[config.mk]
export PLATFORM = sky130hd
export DESIGN_NAME = fm_voice_core
export DESIGN_NICKNAME = d
export VERILOG_FILES = /design/src/logic/fm_timing_pkg.sv /design/src/logic/fm_data_pkg.sv /design/src/logic/fm_voice_core.sv /design/src/logic/voice_mixer.sv /design/src/logic/modulation_matrix.sv /design/src/logic/fm_operator.sv /design/src/logic/slot_sequencer.sv
export SDC_FILE = /design/constraint.sdc
export NUM_CORES = 2
export LEC_CHECK = 0
export BUFFER_PORTS_ARGS = -buffer_cell sky130_fd_sc_hd__buf_2
export CAP_MARGIN = 30
export CORE_ASPECT_RATIO = 1.5
export CORE_MARGIN = 4
export CORE_UTILIZATION = 42
export CTS_BUF_LIST = sky130_fd_sc_hd__clkbuf_16
export DETAILED_ROUTE_END_ITERATION = 10
export SLEW_MARGIN = 20
export SYNTH_ARGS = -nofsm -noshare
export SYNTH_HDL_FRONTEND = slang
export SYNTH_SLANG_ARGS = --single-unit
export TNS_END_PERCENT = 1
[constraint.sdc]
create_clock -name sCLK_XVXENVS -period 7.55 [get_ports sCLK_XVXENVS]
set_input_delay 0.3775 -clock sCLK_XVXENVS [delete_from_list [all_inputs] [get_ports sCLK_XVXENVS]]
set_output_delay 0.3775 -clock sCLK_XVXENVS [all_outputs]
set_load 0.02 [all_outputs]
[src/logic/fm_timing_pkg.sv]
`default_nettype none

package fm_timing_pkg;

    localparam int NUM_VOICES = 4;                    // voices per frame
    localparam int NUM_OSCS   = 4;                    // operators per voice
    localparam int NUM_SLOTS  = NUM_VOICES * NUM_OSCS; // slots per frame

    // cycles from a slot tag to its operator sample
    localparam int OP_LATENCY = 2;

    typedef logic [$clog2(NUM_VOICES)-1:0] voice_idx_t;
    typedef logic [$clog2(NUM_OSCS)-1:0]   osc_idx_t;

    // slot currently in the pipeline
    typedef struct packed {
        logic       valid;       // slot processed this cycle
        voice_idx_t voice;
        osc_idx_t   osc;
        logic       last_osc;    // last operator of the voice
        logic       frame_start; // slot 0
    } slot_tag_t;

endpackage

`default_nettype wire
[src/logic/fm_data_pkg.sv]
`default_nettype none

package fm_data_pkg;

    typedef logic signed [11:0] sample_t;       // operator sample
    typedef logic signed [11:0] mod_t;          // modulation value
    typedef logic        [15:0] phase_t;
    typedef logic        [7:0]  level_t;
    typedef logic signed [7:0]  coef_t;         // matrix weight
    typedef logic signed [13:0] voice_sample_t; // sum of the carriers

    localparam int SINE_AMPL       = 2047; // sine table peak
    localparam int MOD_SHIFT       = 7;    // applied to the weighted sum
    localparam int MOD_PHASE_SCALE = 64;   // phase units per modulation unit

    typedef enum logic [1:0] {
        CFG_INC,
        CFG_LEVEL,
        CFG_CARRIER,
        CFG_COEF
    } cfg_kind_t;

    typedef struct packed {
        logic                   we;
        cfg_kind_t              kind;
        fm_timing_pkg::voice_idx_t voice;
        fm_timing_pkg::osc_idx_t   osc;
        fm_timing_pkg::osc_idx_t   target; // coefficient row
        logic [15:0]            data;
    } cfg_write_t;

    typedef struct packed {
        fm_timing_pkg::slot_tag_t tag;
        sample_t                  sample;
    } op_sample_t;

    typedef struct packed {
        logic                      valid;
        fm_timing_pkg::voice_idx_t voice;
        voice_sample_t             sum;
    } voice_out_t;

endpackage

`default_nettype wire

[src/logic/fm_voice_core.sv]
`default_nettype none

module fm_voice_core (
    input  wire                        sCLK_XVXENVS,
    input  wire                        reset,
    input  logic                       enable,
    input  fm_data_pkg::cfg_write_t    cfg,
    output fm_data_pkg::voice_out_t    voice_out
);

    import fm_timing_pkg::*;
    import fm_data_pkg::*;

    slot_tag_t  tag;
    slot_tag_t  mod_query;
    mod_t       mod_value;
    op_sample_t op_out;

    slot_sequencer u_sequencer (
        .sCLK_XVXENVS (sCLK_XVXENVS),
        .reset        (reset),
        .enable       (enable),
        .tag          (tag)
    );

    fm_operator u_operator (
        .sCLK_XVXENVS (sCLK_XVXENVS),
        .reset        (reset),
        .cfg          (cfg),
        .tag          (tag),
        .mod_query    (mod_query),
        .mod_value    (mod_value),
        .op_out       (op_out)
    );

    // modulation read back in the same cycle as the query
    modulation_matrix u_matrix (
        .sCLK_XVXENVS (sCLK_XVXENVS),
        .reset        (reset),
        .cfg          (cfg),
        .op_in        (op_out),
        .mod_query    (mod_query),
        .mod_value    (mod_value)
    );

    voice_mixer u_mixer (
        .sCLK_XVXENVS (sCLK_XVXENVS),
        .reset        (reset),
        .cfg          (cfg),
        .op_in        (op_out),
        .voice_out    (voice_out)
    );

endmodule

`default_nettype wire

[src/logic/voice_mixer.sv]
`default_nettype none

module voice_mixer (
    input  wire                        sCLK_XVXENVS,
    input  wire                        reset,
    input  fm_data_pkg::cfg_write_t    cfg,
    input  fm_data_pkg::op_sample_t    op_in,
    output fm_data_pkg::voice_out_t    voice_out
);

    import fm_timing_pkg::*;
    import fm_data_pkg::*;

    logic          carrier [NUM_VOICES][NUM_OSCS];
    voice_sample_t run_sum;     // current voice
    voice_sample_t sum_next;

    always_comb begin
        sum_next = run_sum;
        if (carrier[op_in.tag.voice][op_in.tag.osc]) begin
            sum_next = run_sum + voice_sample_t'(op_in.sample);
        end
    end

    always_ff @(posedge sCLK_XVXENVS) begin
        if (reset) begin
            run_sum   <= '0;
            voice_out <= '0;
            for (int v = 0; v < NUM_VOICES; v++) begin
                for (int o = 0; o < NUM_OSCS; o++) begin
                    carrier[v][o] <= 1'b0;
                end
            end
        end else begin
            voice_out.valid <= 1'b0;             // one-cycle pulse
            if (op_in.tag.valid) begin
                if (op_in.tag.last_osc) begin
                    voice_out <= '{valid: 1'b1, voice: op_in.tag.voice, sum: sum_next};
                    run_sum   <= '0;
                end else begin
                    run_sum <= sum_next;
                end
            end
            if (cfg.we && cfg.kind == CFG_CARRIER) begin
                carrier[cfg.voice][cfg.osc] <= cfg.data[0];
            end
        end
    end

endmodule

`default_nettype wire

[src/logic/modulation_matrix.sv]
`default_nettype none

module modulation_matrix (
    input  wire                        sCLK_XVXENVS,
    input  wire                        reset,
    input  fm_data_pkg::cfg_write_t    cfg,
    input  fm_data_pkg::op_sample_t    op_in,
    input  fm_timing_pkg::slot_tag_t   mod_query,
    output fm_data_pkg::mod_t          mod_value
);

    import fm_timing_pkg::*;
    import fm_data_pkg::*;

    coef_t coef      [NUM_OSCS][NUM_OSCS];   // [target][source], all voices
    logic signed [23:0] acc      [NUM_OSCS]; // voice in flight
    logic signed [23:0] acc_next [NUM_OSCS];
    mod_t  mod_store [NUM_VOICES][NUM_OSCS];

    function automatic mod_t saturate(logic signed [23:0] value);
        logic signed [23:0] shifted;
        logic signed [23:0] limit;
        shifted = value >>> MOD_SHIFT;
        limit   = (24'sd1 <<< ($bits(mod_t) - 1)) - 24'sd1;
        if (shifted > limit) begin
            return mod_t'(limit);
        end else if (shifted < -limit) begin
            return mod_t'(-limit);
        end
        return mod_t'(shifted);
    endfunction

    // last sample of the voice is folded in before the store
    always_comb begin
        for (int t = 0; t < NUM_OSCS; t++) begin
            acc_next[t] = acc[t] + coef[t][op_in.tag.osc] * op_in.sample;
        end
    end

    always_ff @(posedge sCLK_XVXENVS) begin
        if (reset) begin
            for (int t = 0; t < NUM_OSCS; t++) begin
                acc[t] <= '0;
                for (int s = 0; s < NUM_OSCS; s++) begin
                    coef[t][s] <= '0;
                end
            end
            for (int v = 0; v < NUM_VOICES; v++) begin
                for (int t = 0; t < NUM_OSCS; t++) begin
                    mod_store[v][t] <= '0;   // frame 0 is unmodulated
                end
            end
        end else begin
            if (op_in.tag.valid) begin
                for (int t = 0; t < NUM_OSCS; t++) begin
                    if (op_in.tag.last_osc) begin
                        mod_store[op_in.tag.voice][t] <= saturate(acc_next[t]);
                        acc[t] <= '0;
                    end else begin
                        acc[t] <= acc_next[t];
                    end
                end
            end
            if (cfg.we && cfg.kind == CFG_COEF) begin
                coef[cfg.target][cfg.osc] <= coef_t'(cfg.data[7:0]);
            end
        end
    end

    assign mod_value = mod_store[mod_query.voice][mod_query.osc];

endmodule

`default_nettype wire

[src/logic/fm_operator.sv]
`default_nettype none

module fm_operator (
    input  wire                        sCLK_XVXENVS,
    input  wire                        reset,
    input  fm_data_pkg::cfg_write_t    cfg,
    input  fm_timing_pkg::slot_tag_t   tag,
    output fm_timing_pkg::slot_tag_t   mod_query,
    input  fm_data_pkg::mod_t          mod_value,
    output fm_data_pkg::op_sample_t    op_out
);

    import fm_timing_pkg::*;
    import fm_data_pkg::*;

    phase_t    phase_mem [NUM_VOICES][NUM_OSCS];
    phase_t    inc_mem   [NUM_VOICES][NUM_OSCS];
    level_t    level_mem [NUM_VOICES][NUM_OSCS];
    sample_t   sine_rom  [256];

    phase_t    mod_offset;                // scaled modulation, wraps mod 2^16
    phase_t    phase_mod;
    slot_tag_t tag_pipe [OP_LATENCY];
    logic [7:0] s1_index;
    level_t    s1_level;
    logic signed [20:0] level_prod;
    sample_t   s2_sample;

    function automatic sample_t sine_entry(int k);
        real angle;
        angle = 2.0 * 3.14159265358979323846 * real'(k) / 256.0;
        return sample_t'(int'(real'(SINE_AMPL) * $sin(angle))); // int cast rounds
    endfunction

    for (genvar k = 0; k < 256; k++) begin : g_sine
        localparam sample_t ENTRY = sine_entry(k);
        assign sine_rom[k] = ENTRY;
    end

    // the matrix answers this in the same cycle
    assign mod_query = tag;

    always_comb begin
        mod_offset = phase_t'(mod_value * MOD_PHASE_SCALE);
        phase_mod  = phase_mem[tag.voice][tag.osc] + mod_offset;
    end

    always_ff @(posedge sCLK_XVXENVS) begin
        if (reset) begin
            for (int v = 0; v < NUM_VOICES; v++) begin
                for (int o = 0; o < NUM_OSCS; o++) begin
                    phase_mem[v][o] <= '0;
                    inc_mem[v][o]   <= '0;
                    level_mem[v][o] <= '0;
                end
            end
        end else begin
            if (tag.valid) begin
                phase_mem[tag.voice][tag.osc] <= phase_mem[tag.voice][tag.osc]
                                               + inc_mem[tag.voice][tag.osc];
            end
            if (cfg.we && cfg.kind == CFG_INC) begin
                inc_mem[cfg.voice][cfg.osc] <= phase_t'(cfg.data);
            end
            if (cfg.we && cfg.kind == CFG_LEVEL) begin
                level_mem[cfg.voice][cfg.osc] <= cfg.data[7:0];
            end
        end
    end

    // stage 1 index and level, stage 2 table and scaling
    assign level_prod = sine_rom[s1_index] * $signed({1'b0, s1_level});

    always_ff @(posedge sCLK_XVXENVS) begin
        s1_index  <= phase_mod[15:8];
        s1_level  <= level_mem[tag.voice][tag.osc];
        s2_sample <= sample_t'(level_prod >>> 8);
    end

    always_ff @(posedge sCLK_XVXENVS) begin
        if (reset) begin
            for (int i = 0; i < OP_LATENCY; i++) begin
                tag_pipe[i] <= '0;
            end
        end else begin
            tag_pipe[0] <= tag;
            for (int i = 1; i < OP_LATENCY; i++) begin
                tag_pipe[i] <= tag_pipe[i-1];
            end
        end
    end

    assign op_out = '{tag: tag_pipe[OP_LATENCY-1], sample: s2_sample};

endmodule

`default_nettype wire

[src/logic/slot_sequencer.sv]
`default_nettype none

module slot_sequencer (
    input  wire                       sCLK_XVXENVS,
    input  wire                       reset,
    input  logic                      enable,
    output fm_timing_pkg::slot_tag_t  tag
);

    import fm_timing_pkg::*;

    logic [$clog2(NUM_SLOTS)-1:0] slot_q; // next slot to issue
    voice_idx_t                   slot_voice;
    osc_idx_t                     slot_osc;

    // voice-major, operator index counts fastest
    assign slot_voice = slot_q[$bits(slot_q)-1 -: $bits(voice_idx_t)];
    assign slot_osc   = slot_q[$bits(osc_idx_t)-1:0];

    always_ff @(posedge sCLK_XVXENVS) begin
        if (reset) begin
            slot_q <= '0;
            tag    <= '0;
        end else if (enable) begin
            tag <= '{valid:       1'b1,
                     voice:       slot_voice,
                     osc:         slot_osc,
                     last_osc:    (slot_osc == osc_idx_t'(NUM_OSCS - 1)),
                     frame_start: (slot_q == '0)};
            if (slot_q == $bits(slot_q)'(NUM_SLOTS - 1)) begin
                slot_q <= '0;        // frame wrap
            end else begin
                slot_q <= slot_q + 1'b1;
            end
        end else begin
            tag.valid <= 1'b0;       // position held
        end
    end

endmodule

`default_nettype wire

==> run metrics <==
status=completed; Rows=roughly 190; GRT Total Usage=between 20% and 30%; critical path type=flop to flop; Synthesis Warnings=0; count of final setup violators=0; Setup crit start kind=flop; compound-gate portion of the synthesized area=just over 6%; largest net degree at the start of global routing=between 100 and 150; vias per inst=between 5 and 6; Req. time, crit path=between 8 and 9 ns; Mapped Cells=~6200; CTS Buf Count=roughly 110; synth cell count leaders=edfxtp_1 (1040), and2_1 (808), inv_1 (562), nor2_1 (556), fa_1 (541); DIE AREA=184500 um^2; Post-Route WL=around 200000 um; Die Width=approximately 350 um; Hold Path Class=input pin to flop; Starting Density=between 40% and 50%; sequential area share after synthesis=between 40% and 50%; Slew Limit Fails=0; Synth Flop Type=edfxtp_1; max layer used=met5; post-synth top area cell=edfxtp_1; Post-Synth XOR/XNOR Area=~1.6%; Reg2Reg Depth=22; Routed met2 length=roughly 110000 um; Initial DRC Count=between 3000 and 4000; RD Place Congestion=0.9591; Post-synth ARST share=0%; Post-DRT Antenna Nets=0; flop and latch count out of synthesis=1123; crit path from=u_operator.tag_pipe[0][9]; Distinct cells, synth=between 80 and 90; max-cap viol count=0; number of port buffers=44; total grt overflow=0; CORE AREA=176600 um^2; crit-path max FO=12; RSZ-0062 raised after global routing=yes; area share of the largest cell type after synthesis=41.87%; Die Y=524.1 um; Hold Vio Cnt, Final=0; Worst Setup EP=u_matrix.mod_store[1][26]; R2R setup slack=approximately 0.27 ns; Routed WL per cell=around 24 um; global-route wire length before repair=between 300000 and 400000 um; crit path capture type=flop; Period minus WS final=7.279 ns; DR WL met3=9503 um; hpwl dp=148900 um; relative slew slack=between 20% and 30%; Clock Latency Late Sink=about 0.8 ns; Max Clk Rate=~140 MHz; vias in the first global route=~52000; Worst R2R End=u_matrix.mod_store[1][26]; Layout Utilization=approximately 47%; Residual DRC=0; mux cell area share after synthesis=around 9.3%; CTS tree=built; worst slew pin tran=1.073 ns; Syn Area/Cell=about 12 um^2; skew final=roughly 0.063 ns; reg2reg start=u_operator.tag_pipe[0][9]; share of cells above drive strength 1=between 10 and 15%; clk slew on worst S/H paths=approximately 0.070 ns; Syn Nets=~7000; CTS root buf=clkbuf_16; area grow syn2layout=11.37%; Detailed Routing Iterations Pass 1=5; CTS sink count=1123; Setup Buffers After CTS=0; Post-layout nets=a little over 7000; via count=between 40000 and 50000; Adder-Cell Fraction of Synth Area=between 10% and 20%; simple-gate share of the synthesized area=between 10 and 15%; initial antenna violation count=8; Clock Path Buffers=3; metal1 wirelength=~75000 um; io pins=45; top post-synthesis cells by area=edfxtp_1 (42%), fa_1 (15%), mux4_2 (8.8%); Post-synth EDFFs=1040; count leader, synth=edfxtp_1; Post-Syn Area=approximately 75000 um^2; critical path arrival=between 7 and 8 ns; largest family of logic cells by synthesized area=adder cells; fin crit share=roughly 96%; H-tree depth=3
[sequential cells by signal (all words and copies together) (netlist names), 6 cells and up, named ones only]
| name | flops |
|---|---|
| u_operator.phase_mem | 256 |
| u_matrix.mod_store | 160 |
| u_matrix.acc | 96 |
| u_operator.tag_pipe | 12 |
| u_sequencer.tag | 6 |
| u_operator.s1_level | 8 |
| u_mixer.voice_out | 17 |
| u_operator.s2_sample | 12 |
| u_operator.s1_index | 8 |
| u_mixer.carrier | 16 |
| u_operator.inc_mem | 256 |
| u_mixer.run_sum | 14 |
| u_matrix.coef | 128 |
| u_operator.level_mem | 128 |
[worst max-delay path: stages, from the launching register on]
cell      delay (ns)
dfxtp_2         0.36
buf_6           0.19
buf_6           0.22
mux4_2          0.71
and2_1          0.26
fa_1            0.43
fa_1            0.49
inv_1           0.05
fa_1            0.53
inv_1           0.05
fa_1            0.44
ha_1            0.29
ha_1            0.32
a21oi_1         0.23
o21bai_1        0.15
o311a_1         0.37
or3_1           0.39
xnor2_1         0.18
and4_1          0.17
a311oi_1        0.37
a31o_2          0.36
nand2_1         0.27
o21ai_0         0.30
[cell usage in the layout (no fill, tap or decap), types with 113 or more instances in the layout]
cell type | Yosys | routed
edfxtp_1 | 1040 | 1040
and2_1 | 808 | 807
inv_1 | 562 | 571
nor2_1 | 556 | 555
fa_1 | 541 | 541
nand2_1 | 347 | 341
ha_1 | 301 | 301
mux4_2 | 292 | 292
buf_4 | 5 | 261
a21oi_1 | 209 | 209
o21ai_0 | 198 | 177
clkbuf_16 | 0 | 113
[final cells by class]
type                    count  area, um^2
inverters                 564        2118
well taps                2292        2868
flip-flops and latches   1123       32910
clock buffers             113        2828
multi-input cells        4127       38310
fillers                 15720       93570
clock inverters           100        1065
diodes                      5       12.51
repair buffers            347        2963
[cells by family (layout without fill, tap and decap cells)]
kind of cell | after synthesis | count (layout)
mux | 326 | 327
other cells | 0 | 5
xor+xnor | 139 | 139
buf+inv | 927 | 1124
compound gates | 714 | 714
fa+ha+maj | 842 | 842
simple gates | 2105 | 2105
flops | 1123 | 1123
[worst min-delay path by stage]
stage	from	end	slack, ns	cells past startpoint
floorplan	u_operator.tag_pipe[0][3]	u_operator.tag_pipe[0][10]	0.41	1
CTS	cfg[9]	u_operator.inc_mem[3][9]	0.07	2
finish	cfg[6]	u_operator.level_mem[0][22]	0.10	2
global placement	u_operator.tag_pipe[0][4]	u_operator.tag_pipe[0][11]	0.42	1
detailed placement	u_operator.tag_pipe[0][4]	u_operator.tag_pipe[0][11]	0.43	1
global route	cfg[6]	u_operator.level_mem[1][22]	0.11	2
[through the flow]
step                      setup TNS [ns]  cells  area [um^2]  hold WS (ns)  setup slack (ns)
final                                  0   8671        83070        0.1024            0.2707
after global routing             -0.4137   8667        83060        0.1106          -0.05123
after CTS                              0   8661        82870       0.07355            0.1985
after global placement                 0   8424        78620        0.4191            0.2540
after detailed placement               0   8447        78970        0.4285            0.2004
after floorplan                        0   6176        74590        0.4138            0.1959
[routing by layer]
| layer | GRT usage (%) | up-vias |
|---|---|---|
| met3 | 2.655 | 450 |
| met4 | 9.383 | 4 |
| met1 | 25.38 | 24730 |
| met5 | 0 | - |
| met2 | 42.01 | 1321 |
| li1 | - | 21530 |
[timing repair]
item,4_1_cts,5_1_grt
endpoints found under the setup margin,0,109
hold buffers,1,0
endpoints found under the hold margin,10,0
gates resized for setup,0,39
Power is left out: the tool's default activity adds up to more than one toggle a clock period on the data nets, which glitch-free logic cannot reach.
